<file path="src/rtl/axi_wr_mux_pkg.sv">
// Shared widths and channel structs; NUM_PORTS and MAX_W_TRANS are assumed to be powers of two
package axi_wr_mux_pkg;

  // --------------------------------------------------------------------------
  // Port count and ID widths
  // --------------------------------------------------------------------------
  localparam int unsigned NUM_PORTS  = 4;
  localparam int unsigned PORT_IDX_W = $clog2(NUM_PORTS);
  localparam int unsigned SLV_ID_W   = 4;
  // Master ID carries the port index above the slave ID
  localparam int unsigned MST_ID_W   = SLV_ID_W + PORT_IDX_W;

  // Payload widths
  localparam int unsigned ADDR_W = 32;
  localparam int unsigned DATA_W = 32;
  localparam int unsigned STRB_W = DATA_W / 8;
  localparam int unsigned LEN_W  = 8;
  localparam int unsigned RESP_W = 2;

  // Granted AWs whose W burst is still open
  localparam int unsigned MAX_W_TRANS = 8;
  // Routing FIFO pointer and fill counter widths
  localparam int unsigned W_PTR_W     = $clog2(MAX_W_TRANS);
  localparam int unsigned W_CNT_W     = $clog2(MAX_W_TRANS + 1);

  typedef logic [PORT_IDX_W-1:0] port_idx_t;

  // AW payload on the master side, 46 bits
  typedef struct packed {
    logic [MST_ID_W-1:0] id;
    logic [ADDR_W-1:0]   addr;
    logic [LEN_W-1:0]    len;
  } aw_chan_t;

  // W payload, identical on both sides, 37 bits
  typedef struct packed {
    logic [DATA_W-1:0] data;
    logic [STRB_W-1:0] strb;
    logic              last;
  } w_chan_t;

endpackage
</file>
<file path="src/rtl/axi_wr_mux.sv">
// AXI4 write mux; slave IDs widen by the port index, master must echo the full ID on B
module axi_wr_mux (
  input  logic                                                         clk_i,
  input  logic                                                         rst_i,
  // Slave side AW, packed per port
  input  logic [axi_wr_mux_pkg::NUM_PORTS-1:0]                         slv_aw_valid_i,
  output logic [axi_wr_mux_pkg::NUM_PORTS-1:0]                         slv_aw_ready_o,
  input  logic [axi_wr_mux_pkg::NUM_PORTS-1:0][axi_wr_mux_pkg::SLV_ID_W-1:0] slv_aw_id_i,
  input  logic [axi_wr_mux_pkg::NUM_PORTS-1:0][axi_wr_mux_pkg::ADDR_W-1:0]   slv_aw_addr_i,
  input  logic [axi_wr_mux_pkg::NUM_PORTS-1:0][axi_wr_mux_pkg::LEN_W-1:0]    slv_aw_len_i,
  // Slave side W
  input  logic [axi_wr_mux_pkg::NUM_PORTS-1:0]                         slv_w_valid_i,
  output logic [axi_wr_mux_pkg::NUM_PORTS-1:0]                         slv_w_ready_o,
  input  logic [axi_wr_mux_pkg::NUM_PORTS-1:0][axi_wr_mux_pkg::DATA_W-1:0]   slv_w_data_i,
  input  logic [axi_wr_mux_pkg::NUM_PORTS-1:0][axi_wr_mux_pkg::STRB_W-1:0]   slv_w_strb_i,
  input  logic [axi_wr_mux_pkg::NUM_PORTS-1:0]                         slv_w_last_i,
  // Slave side B
  output logic [axi_wr_mux_pkg::NUM_PORTS-1:0]                         slv_b_valid_o,
  input  logic [axi_wr_mux_pkg::NUM_PORTS-1:0]                         slv_b_ready_i,
  output logic [axi_wr_mux_pkg::NUM_PORTS-1:0][axi_wr_mux_pkg::SLV_ID_W-1:0] slv_b_id_o,
  output logic [axi_wr_mux_pkg::NUM_PORTS-1:0][axi_wr_mux_pkg::RESP_W-1:0]   slv_b_resp_o,
  // Master side AW
  output logic                                                         mst_aw_valid_o,
  input  logic                                                         mst_aw_ready_i,
  output logic [axi_wr_mux_pkg::MST_ID_W-1:0]                          mst_aw_id_o,
  output logic [axi_wr_mux_pkg::ADDR_W-1:0]                            mst_aw_addr_o,
  output logic [axi_wr_mux_pkg::LEN_W-1:0]                             mst_aw_len_o,
  // Master side W
  output logic                                                         mst_w_valid_o,
  input  logic                                                         mst_w_ready_i,
  output logic [axi_wr_mux_pkg::DATA_W-1:0]                            mst_w_data_o,
  output logic [axi_wr_mux_pkg::STRB_W-1:0]                            mst_w_strb_o,
  output logic                                                         mst_w_last_o,
  // Master side B
  input  logic                                                         mst_b_valid_i,
  output logic                                                         mst_b_ready_o,
  input  logic [axi_wr_mux_pkg::MST_ID_W-1:0]                          mst_b_id_i,
  input  logic [axi_wr_mux_pkg::RESP_W-1:0]                            mst_b_resp_i
);

  // Arbiter to issue control
  logic                      arb_valid;
  logic                      arb_ready;
  axi_wr_mux_pkg::aw_chan_t  arb_aw;
  axi_wr_mux_pkg::port_idx_t arb_idx;
  // AW spill input handshake
  logic                      aw_spill_valid;
  logic                      aw_spill_ready;
  axi_wr_mux_pkg::aw_chan_t  mst_aw_chan;
  // Routing FIFO
  logic                      fifo_push;
  logic                      fifo_pop;
  logic                      fifo_full;
  logic                      fifo_empty;
  axi_wr_mux_pkg::port_idx_t head_idx;
  // W switch to W spill
  logic                      w_sw_valid;
  logic                      w_sw_ready;
  axi_wr_mux_pkg::w_chan_t   w_sw_chan;
  axi_wr_mux_pkg::w_chan_t   mst_w_chan;

  // --------------------------------------------------------------------------
  // AW path
  // --------------------------------------------------------------------------
  aw_rr_arbiter u_aw_arb (
    .clk_i   (clk_i),
    .rst_i   (rst_i),
    .req_i   (slv_aw_valid_i),
    .gnt_o   (slv_aw_ready_o),
    .id_i    (slv_aw_id_i),
    .addr_i  (slv_aw_addr_i),
    .len_i   (slv_aw_len_i),
    .valid_o (arb_valid),
    .ready_i (arb_ready),
    .aw_o    (arb_aw),
    .idx_o   (arb_idx)
  );

  aw_issue_ctrl u_aw_ctrl (
    .clk_i         (clk_i),
    .rst_i         (rst_i),
    .arb_valid_i   (arb_valid),
    .arb_ready_o   (arb_ready),
    .spill_valid_o (aw_spill_valid),
    .spill_ready_i (aw_spill_ready),
    .fifo_full_i   (fifo_full),
    .fifo_push_o   (fifo_push)
  );

  spill_register #(.payload_t(axi_wr_mux_pkg::aw_chan_t)) u_aw_spill (
    .clk_i   (clk_i),
    .rst_i   (rst_i),
    .valid_i (aw_spill_valid),
    .ready_o (aw_spill_ready),
    .data_i  (arb_aw),
    .valid_o (mst_aw_valid_o),
    .ready_i (mst_aw_ready_i),
    .data_o  (mst_aw_chan)
  );

  assign mst_aw_id_o   = mst_aw_chan.id;
  assign mst_aw_addr_o = mst_aw_chan.addr;
  assign mst_aw_len_o  = mst_aw_chan.len;

  // --------------------------------------------------------------------------
  // W path, steered by the AW grant order
  // --------------------------------------------------------------------------
  w_route_fifo u_w_fifo (
    .clk_i   (clk_i),
    .rst_i   (rst_i),
    .push_i  (fifo_push),
    .data_i  (arb_idx),
    .pop_i   (fifo_pop),
    .data_o  (head_idx),
    .full_o  (fifo_full),
    .empty_o (fifo_empty)
  );

  w_switch u_w_sw (
    .head_idx_i  (head_idx),
    .empty_i     (fifo_empty),
    .slv_valid_i (slv_w_valid_i),
    .slv_ready_o (slv_w_ready_o),
    .slv_data_i  (slv_w_data_i),
    .slv_strb_i  (slv_w_strb_i),
    .slv_last_i  (slv_w_last_i),
    .valid_o     (w_sw_valid),
    .ready_i     (w_sw_ready),
    .chan_o      (w_sw_chan),
    .pop_o       (fifo_pop)
  );

  spill_register #(.payload_t(axi_wr_mux_pkg::w_chan_t)) u_w_spill (
    .clk_i   (clk_i),
    .rst_i   (rst_i),
    .valid_i (w_sw_valid),
    .ready_o (w_sw_ready),
    .data_i  (w_sw_chan),
    .valid_o (mst_w_valid_o),
    .ready_i (mst_w_ready_i),
    .data_o  (mst_w_chan)
  );

  assign mst_w_data_o = mst_w_chan.data;
  assign mst_w_strb_o = mst_w_chan.strb;
  assign mst_w_last_o = mst_w_chan.last;

  // --------------------------------------------------------------------------
  // B path, combinational
  // --------------------------------------------------------------------------
  b_router u_b_rt (
    .mst_valid_i (mst_b_valid_i),
    .mst_ready_o (mst_b_ready_o),
    .mst_id_i    (mst_b_id_i),
    .mst_resp_i  (mst_b_resp_i),
    .slv_valid_o (slv_b_valid_o),
    .slv_ready_i (slv_b_ready_i),
    .slv_id_o    (slv_b_id_o),
    .slv_resp_o  (slv_b_resp_o)
  );

endmodule

</file>
<file path="src/rtl/b_router.sv">
// B demultiplexer; the upper MST_ID_W-SLV_ID_W ID bits must name a valid port
module b_router (
  input  logic                                                        mst_valid_i,
  output logic                                                        mst_ready_o,
  input  logic [axi_wr_mux_pkg::MST_ID_W-1:0]                         mst_id_i,
  input  logic [axi_wr_mux_pkg::RESP_W-1:0]                           mst_resp_i,
  output logic [axi_wr_mux_pkg::NUM_PORTS-1:0]                        slv_valid_o,
  input  logic [axi_wr_mux_pkg::NUM_PORTS-1:0]                        slv_ready_i,
  output logic [axi_wr_mux_pkg::NUM_PORTS-1:0][axi_wr_mux_pkg::SLV_ID_W-1:0] slv_id_o,
  output logic [axi_wr_mux_pkg::NUM_PORTS-1:0][axi_wr_mux_pkg::RESP_W-1:0]   slv_resp_o
);

  axi_wr_mux_pkg::port_idx_t dst_idx;

  // Port index sits right above the slave ID
  assign dst_idx = mst_id_i[axi_wr_mux_pkg::SLV_ID_W +: axi_wr_mux_pkg::PORT_IDX_W];

  assign slv_valid_o = mst_valid_i ? (axi_wr_mux_pkg::NUM_PORTS'(1) << dst_idx) : '0;
  assign mst_ready_o = slv_ready_i[dst_idx];

  // Stripped ID and response fan out to every port
  assign slv_id_o   = {axi_wr_mux_pkg::NUM_PORTS{mst_id_i[axi_wr_mux_pkg::SLV_ID_W-1:0]}};
  assign slv_resp_o = {axi_wr_mux_pkg::NUM_PORTS{mst_resp_i}};

endmodule

</file>
<file path="src/rtl/w_switch.sv">
// W multiplexer; only the port at the FIFO head may pass beats, head is popped on its last beat
module w_switch (
  input  axi_wr_mux_pkg::port_idx_t                                   head_idx_i,
  input  logic                                                        empty_i,
  input  logic [axi_wr_mux_pkg::NUM_PORTS-1:0]                        slv_valid_i,
  output logic [axi_wr_mux_pkg::NUM_PORTS-1:0]                        slv_ready_o,
  input  logic [axi_wr_mux_pkg::NUM_PORTS-1:0][axi_wr_mux_pkg::DATA_W-1:0] slv_data_i,
  input  logic [axi_wr_mux_pkg::NUM_PORTS-1:0][axi_wr_mux_pkg::STRB_W-1:0] slv_strb_i,
  input  logic [axi_wr_mux_pkg::NUM_PORTS-1:0]                        slv_last_i,
  output logic                                                        valid_o,
  input  logic                                                        ready_i,
  output axi_wr_mux_pkg::w_chan_t                                     chan_o,
  output logic                                                        pop_o
);

  // Payload follows the head unconditionally
  assign chan_o.data = slv_data_i[head_idx_i];
  assign chan_o.strb = slv_strb_i[head_idx_i];
  assign chan_o.last = slv_last_i[head_idx_i];

  // Nothing routed without a granted AW
  assign valid_o = !empty_i && slv_valid_i[head_idx_i];

  assign slv_ready_o = (!empty_i && ready_i) ?
                       (axi_wr_mux_pkg::NUM_PORTS'(1) << head_idx_i) : '0;

  // Burst done, next grant takes over
  assign pop_o = valid_o && ready_i && chan_o.last;

endmodule

</file>
<file path="src/rtl/w_route_fifo.sv">
// Port index FIFO, depth MAX_W_TRANS; not fall-through, push while full and pop while empty are ignored
module w_route_fifo (
  input  logic                      clk_i,
  input  logic                      rst_i,
  input  logic                      push_i,
  input  axi_wr_mux_pkg::port_idx_t data_i,
  input  logic                      pop_i,
  output axi_wr_mux_pkg::port_idx_t data_o,
  output logic                      full_o,
  output logic                      empty_o
);

  axi_wr_mux_pkg::port_idx_t           mem [axi_wr_mux_pkg::MAX_W_TRANS];
  logic [axi_wr_mux_pkg::W_PTR_W-1:0]  wr_ptr_q;
  logic [axi_wr_mux_pkg::W_PTR_W-1:0]  rd_ptr_q;
  logic [axi_wr_mux_pkg::W_CNT_W-1:0]  cnt_q;
  logic                                do_push;
  logic                                do_pop;

  assign full_o  = (cnt_q == axi_wr_mux_pkg::W_CNT_W'(axi_wr_mux_pkg::MAX_W_TRANS));
  assign empty_o = (cnt_q == '0);
  assign do_push = push_i && !full_o;
  assign do_pop  = pop_i && !empty_o;
  assign data_o  = mem[rd_ptr_q];

  // Pointers and fill level
  always_ff @(posedge clk_i) begin
    if (rst_i) begin
      wr_ptr_q <= '0;
      rd_ptr_q <= '0;
      cnt_q    <= '0;
    end else begin
      if (do_push) begin
        wr_ptr_q <= wr_ptr_q + 1'b1;
      end
      if (do_pop) begin
        rd_ptr_q <= rd_ptr_q + 1'b1;
      end
      if (do_push && !do_pop) begin
        cnt_q <= cnt_q + 1'b1;
      end else if (do_pop && !do_push) begin
        cnt_q <= cnt_q - 1'b1;
      end
    end
  end

  // Storage
  always_ff @(posedge clk_i) begin
    if (do_push) begin
      mem[wr_ptr_q] <= data_i;
    end
  end

endmodule

</file>
<file path="src/rtl/aw_issue_ctrl.sv">
// AW issue control; one FIFO push per granted AW, no new grant while the routing FIFO is full
module aw_issue_ctrl (
  input  logic clk_i,
  input  logic rst_i,
  input  logic arb_valid_i,
  output logic arb_ready_o,
  output logic spill_valid_o,
  input  logic spill_ready_i,
  input  logic fifo_full_i,
  output logic fifo_push_o
);

  // Set while an offered AW waits on the spill after its FIFO push
  logic lock_q;
  logic lock_d;

  always_comb begin
    lock_d        = lock_q;
    fifo_push_o   = 1'b0;
    spill_valid_o = 1'b0;
    arb_ready_o   = 1'b0;
    if (lock_q) begin
      // Index already pushed, only the AW is left to hand over
      spill_valid_o = 1'b1;
      if (spill_ready_i) begin
        arb_ready_o = 1'b1;
        lock_d      = 1'b0;
      end
    end else if (arb_valid_i && !fifo_full_i) begin
      // New grant, routing entry goes in right away
      spill_valid_o = 1'b1;
      fifo_push_o   = 1'b1;
      if (spill_ready_i) begin
        arb_ready_o = 1'b1;
      end else begin
        lock_d = 1'b1;
      end
    end
  end

  always_ff @(posedge clk_i) begin
    if (rst_i) begin
      lock_q <= 1'b0;
    end else begin
      lock_q <= lock_d;
    end
  end

endmodule

</file>
<file path="src/rtl/aw_rr_arbiter.sv">
// Round-robin AW arbiter; slave valids must stay high until ready, as AXI requires
module aw_rr_arbiter (
  input  logic                                                         clk_i,
  input  logic                                                         rst_i,
  input  logic [axi_wr_mux_pkg::NUM_PORTS-1:0]                         req_i,
  output logic [axi_wr_mux_pkg::NUM_PORTS-1:0]                         gnt_o,
  input  logic [axi_wr_mux_pkg::NUM_PORTS-1:0][axi_wr_mux_pkg::SLV_ID_W-1:0] id_i,
  input  logic [axi_wr_mux_pkg::NUM_PORTS-1:0][axi_wr_mux_pkg::ADDR_W-1:0]   addr_i,
  input  logic [axi_wr_mux_pkg::NUM_PORTS-1:0][axi_wr_mux_pkg::LEN_W-1:0]    len_i,
  output logic                                                         valid_o,
  input  logic                                                         ready_i,
  output axi_wr_mux_pkg::aw_chan_t                                     aw_o,
  output axi_wr_mux_pkg::port_idx_t                                    idx_o
);

  // Last port that completed a handshake
  axi_wr_mux_pkg::port_idx_t rr_q;
  // Offer held while not taken
  logic                      lock_q;
  axi_wr_mux_pkg::port_idx_t lock_idx_q;
  // Search result for the unlocked case
  axi_wr_mux_pkg::port_idx_t sel_idx;
  axi_wr_mux_pkg::port_idx_t cand;
  logic                      found;

  // First requester after rr_q, wrapping around
  always_comb begin
    sel_idx = rr_q;
    found   = 1'b0;
    cand    = rr_q;
    for (int unsigned i = 1; i <= axi_wr_mux_pkg::NUM_PORTS; i++) begin
      cand = axi_wr_mux_pkg::port_idx_t'((rr_q + i) % axi_wr_mux_pkg::NUM_PORTS);
      if (!found && req_i[cand]) begin
        sel_idx = cand;
        found   = 1'b1;
      end
    end
  end

  assign idx_o   = lock_q ? lock_idx_q : sel_idx;
  // No requester leaves sel_idx on an idle port, so valid drops out naturally
  assign valid_o = req_i[idx_o];

  // ID prepend, port index goes above the slave ID
  assign aw_o.id   = {idx_o, id_i[idx_o]};
  assign aw_o.addr = addr_i[idx_o];
  assign aw_o.len  = len_i[idx_o];

  assign gnt_o = (valid_o && ready_i) ?
                 (axi_wr_mux_pkg::NUM_PORTS'(1) << idx_o) : '0;

  always_ff @(posedge clk_i) begin
    if (rst_i) begin
      // Port 0 wins first
      rr_q       <= axi_wr_mux_pkg::port_idx_t'(axi_wr_mux_pkg::NUM_PORTS - 1);
      lock_q     <= 1'b0;
      lock_idx_q <= '0;
    end else if (valid_o && ready_i) begin
      rr_q   <= idx_o;
      lock_q <= 1'b0;
    end else if (valid_o) begin
      lock_q     <= 1'b1;
      lock_idx_q <= idx_o;
    end
  end

endmodule

</file>
<file path="src/rtl/spill_register.sv">
// Two-entry elastic stage; ready_o comes from its own fill state only, one cycle in to out
module spill_register #(
  parameter type payload_t = logic
) (
  input  logic     clk_i,
  input  logic     rst_i,
  input  logic     valid_i,
  output logic     ready_o,
  input  payload_t data_i,
  output logic     valid_o,
  input  logic     ready_i,
  output payload_t data_o
);

  // Slot A drives the output, slot B catches an input during an output stall
  logic     a_full_q;
  logic     b_full_q;
  payload_t a_data_q;
  payload_t b_data_q;
  logic     take_in;
  logic     give_out;

  assign ready_o  = !b_full_q;
  assign valid_o  = a_full_q;
  assign data_o   = a_data_q;
  assign take_in  = valid_i && ready_o;
  assign give_out = a_full_q && ready_i;

  // ----------------------------------------------------------------------------
  // Fill state
  // ----------------------------------------------------------------------------
  always_ff @(posedge clk_i) begin
    if (rst_i) begin
      a_full_q <= 1'b0;
      b_full_q <= 1'b0;
    end else if (b_full_q) begin
      // B moves up to A, A stays full
      if (give_out) begin
        b_full_q <= 1'b0;
      end
    end else if (a_full_q) begin
      if (take_in && !give_out) begin
        b_full_q <= 1'b1;
      end else if (!take_in && give_out) begin
        a_full_q <= 1'b0;
      end
    end else if (take_in) begin
      a_full_q <= 1'b1;
    end
  end

  // Payload moves with the same conditions
  always_ff @(posedge clk_i) begin
    if (b_full_q) begin
      if (give_out) begin
        a_data_q <= b_data_q;
      end
    end else if (take_in) begin
      if (a_full_q && !give_out) begin
        b_data_q <= data_i;
      end else begin
        a_data_q <= data_i;
      end
    end
  end

endmodule

</file>
<file path="config.mk">
export PLATFORM = sky130hd
export DESIGN_NAME = axi_wr_mux
export DESIGN_NICKNAME = d
export VERILOG_FILES = /design/src/rtl/axi_wr_mux_pkg.sv /design/src/rtl/axi_wr_mux.sv /design/src/rtl/b_router.sv /design/src/rtl/w_switch.sv /design/src/rtl/w_route_fifo.sv /design/src/rtl/aw_issue_ctrl.sv /design/src/rtl/aw_rr_arbiter.sv /design/src/rtl/spill_register.sv
export SDC_FILE = /design/constraint.sdc
export NUM_CORES = 1
export LEC_CHECK = 0
export BUFFER_PORTS_ARGS = -buffer_cell sky130_fd_sc_hd__clkbuf_2
export CORE_AREA = 2 2 182 184
export DETAILED_ROUTE_END_ITERATION = 8
export DIE_AREA = 0 0 184 186
export PLACE_DENSITY = 0.6
export SYNTH_ARGS = -nofsm -noshare
export SYNTH_HDL_FRONTEND = slang
export SYNTH_HIERARCHICAL = 1
export SYNTH_SLANG_ARGS = --single-unit
</file>
<file path="constraint.sdc">
create_clock -name clk_i -period 4.54 [get_ports clk_i]
set_input_delay 0.908 -clock clk_i [delete_from_list [all_inputs] [get_ports clk_i]]
set_output_delay 0.908 -clock clk_i [all_outputs]
set_load 0.005 [all_outputs]
</file>
==> impl_metrics.json <==
{
  "status": "finished, final reports clean",
  "cts_tree": "yes",
  "synth-seq-cells": 205,
  "insertion_delay_ns": 0.50,
  "drive_gt1_frac": 0.512,
  "power.density_nw_per_um2": 740,
  "reg2reg_slack_ns": 0.83,
  "core_area_sq_um": 32200,
  "synth_seq_area_share": 0.538,
  "cp_common_cell": "clkbuf_2",
  "cp-end-kind": "primary output",
  "grt_pass1_vias": 7974,
  "setup_tns_ns": 0,
  "report.final.setup_viol": 0,
  "clock_path_buffers": 3,
  "cts_sinks": 205,
  "syn_area_sq_um": 11000,
  "fin_crit_sh": 0.920,
  "final_hold_viol_count": 0,
  "pwr-share-seq": 0.335,
  "worst_slew_pin_slew_ns": 1.15,
  "synth_area_per_cell_sq_um": 13.3,
  "cap_violations": 0,
  "crit_family": "simple AND/OR/NAND/NOR gates",
  "postCtsHoldBufs": 0,
  "clockPowerShare": 0.184,
  "worst_path_max_delay_cell": "a21boi_0",
  "clockRootBuffer": "clkbuf_16",
  "first_pass_iters": 7,
  "synth_flop_cell": "edfxtp_1",
  "antenna_left": 0,
  "final_common_cell": "clkbuf_2",
  "relSlewSlack": 0.231,
  "mappedNetlistNets": 1185,
  "grtUsageTotal": 0.162,
  "worstSetupStartpointType": "input pin",
  "synth_area_leaders": "edfxtp_1 50%, mux2_4 11%, mux4_2 8.8%",
  "num_io_pins": 471,
  "cts.clk_slew.worst_paths_ns": 0.05,
  "grt_max_degree": 89,
  "cts_setup_buffers": 0,
  "p_int_mw": 6.82,
  "yosys.area.top_type": "edfxtp_1",
  "grt.overflow.total": 0,
  "num_rows": 66,
  "area_delta_synth_final_pct": 27.7,
  "antenna_found_initial": 0,
  "synth_top_area_frac": 0.496,
  "synth_cell_type_count": 62,
  "crit_fanout": 7,
  "die-area_sq_um": 34200,
  "yosys_warnings": 6,
  "critPathBufInv": 2,
  "synth_edf_count": 182,
  "htree_levels": 1,
  "finalWirelength_mm": 29.1,
  "numCtsBuffers": 24,
  "start_util": 0.342,
  "path_cells": "clkbuf_2 -> nor2b_1 -> nor4_1 -> o31a_1 -> a211o_1 -> and2_1 -> nand2b_4 -> a21boi_0 -> nand2_1 -> nor3_1 -> clkbuf_2",
  "fmax_mhz": 239,
  "ir_drop_mv": 0.520,
  "finalMaxSlewViolations": 0,
  "nFillCells": 3014,
  "vias": 8084,
  "via_per_inst": 4.88,
  "required_ns": 3.63,
  "dpl.cell_count": 1613,
  "p_switching_mw": 3.58,
  "nets": 1586,
  "place.gp.congestion": 0.922,
  "diodes": 0,
  "cts_resized": 0,
  "rsz0062_at_grt": "false",
  "grt_pass1_wl_mm": 43.6,
  "cp_slowest_stage_delay_ns": 0.61,
  "worst_ep_arrival_time_ns": 3.27,
  "swShare": 0.344,
  "layout.cells.non_filler": 1657,
  "drt-initial-drc-count": 542,
  "dp_hpwl_mm": 22.0,
  "synth_cells": 830,
  "power_mw": 10.4,
  "die_height_um": 186,
  "share_comb_of_total_power": 0.481,
  "numPortBuffers": 440,
  "die_w_um": 184,
  "finalClockSkew_ns": 0.00893,
  "hold_class": "flop to flop",
  "layout_common_cells": "440 x clkbuf_2, 183 x nand2_1, 182 x edfxtp_1",
  "worstSetupPathType": "input pin to primary output",
  "post-route-min-period_ns": 4.18,
  "p_leak_nw": 6.11,
  "synth-async-reset-ratio": 0,
  "drc": 0,
  "routedWlPerCell_um": 17.6
}
==> flip-flops by register name, summed over array words and instances, names as in the netlist, named ones only <==
| name | cells |
|---|---|
| u_aw_spill/b_data_q | 46 |
| u_aw_spill/data_o | 46 |
| u_w_spill/b_data_q | 37 |
| u_w_spill/data_o | 37 |
| u_w_fifo/mem | 16 |
| u_w_fifo/cnt_q | 4 |
| u_w_fifo/rd_ptr_q | 3 |
| u_w_fifo/wr_ptr_q | 3 |
| u_aw_arb/lock_idx_q | 2 |
| u_aw_arb/rr_q | 2 |
| u_aw_arb/lock_q | 1 |
| u_aw_ctrl/lock_q | 1 |
| u_aw_spill/b_full_q | 1 |
| u_aw_spill/valid_o | 1 |
| u_w_spill/b_full_q | 1 |
| u_w_spill/valid_o | 1 |
==> cell type report <==
type,instances,area [sq um],area share
inverters,17,67.6,0.00480
clock inverters,15,156,0.0111
flip-flops and latches,205,5930,0.422
well taps,408,510,0.0363
multi-input cells,529,4450,0.316
repair buffers,454,2310,0.164
clock buffers,29,641,0.0456
==> cells in the mapped netlist, types with 3 or more instances <==
library cell	n
buf_12	9
buf_2	6
buf_4	27
inv_1	14
a211oi_1	3
mux4_2	43
nand2b_1	6
mux2_2	3
clkbuf_1	29
nand2_1	183
mux2_4	82
nand3_1	6
a21oi_1	9
nor2b_1	7
a31oi_1	46
and3_1	49
ha_1	5
mux2i_1	5
dfxtp_1	23
xor2_1	3
edfxtp_1	182
nor2_1	24
buf_6	6
nor3_1	6
nor4_1	3
==> cell families (layout without fill, tap and decap cells) <==
logic type	after synthesis	in the layout	share of synthesized area
flops	205	205	0.538
fa+ha+maj	6	6	0.00750
simple gates	303	303	0.128
buf+inv	96	515	0.0602
xor+xnor	6	6	0.00545
compound gates	80	80	0.0526
mux	134	134	0.208
==> worst paths after layout <==
kind	to	cells after the start	start
max	slv_aw_ready_o[3]	11	slv_aw_valid_i[3]
min reg2reg	u_aw_arb/lock_idx_q[1]$_SDFFE_PP0P_	2	u_aw_arb/lock_idx_q[1]$_SDFFE_PP0P_
max reg2reg	u_w_fifo/cnt_q[3]$_SDFFE_PP0P_	12	flop
min	u_aw_arb/lock_idx_q[1]$_SDFFE_PP0P_	2	u_aw_arb/lock_idx_q[1]$_SDFFE_PP0P_
==> layer usage <==
| metal | track usage | vias to the layer above | part of all wire |
|---|---|---|---|
| met2 | 0.284 | 278 | 0.51 |
| li1 | - | 3873 | - |
| met4 | 0.0454 | 0 | 0.019 |
| met1 | 0.204 | 3887 | 0.41 |
| met3 | 0.0329 | 46 | 0.065 |
| met5 | 0 | - | 0 |
==> per-stage QoR <==
| stage | util | setup WS [ns] | instance area, sq um | hold slack, ns |
|---|---|---|---|---|
| 4_1_cts | 0.437 | 0.400 | 14100 | 0.477 |
| 2_1_floorplan | - | 0.298 | 11000 | 0.442 |
| 3_5_place_dp | 0.412 | 0.343 | 13300 | 0.464 |
| 5_1_grt | 0.437 | 0.0656 | 14100 | 0.490 |
| 6_report | 0.437 | 0.362 | 14100 | 0.481 |
| 3_3_place_gp | 0.412 | 0.424 | 13300 | 0.463 |
==> power by group through the flow <==
stage | combinational [mW] | clock, mW | sequential [mW]
2_1_floorplan | 3.65 | 0 | 3.55
5_1_grt | 5.47 | 2.06 | 3.55
3_3_place_gp | 4.99 | 0 | 3.51
6_report | 5.00 | 1.92 | 3.48
3_5_place_dp | 5.08 | 0 | 3.53
4_1_cts | 5.09 | 1.99 | 3.49
==> worst min-delay path, stage by stage (launching register included) <==
cell	delay, ns
dfxtp_1	0.31
o31ai_1	0.06
a21oi_1	0.06
No activity file was read; power rests on OpenSTA's default activity.
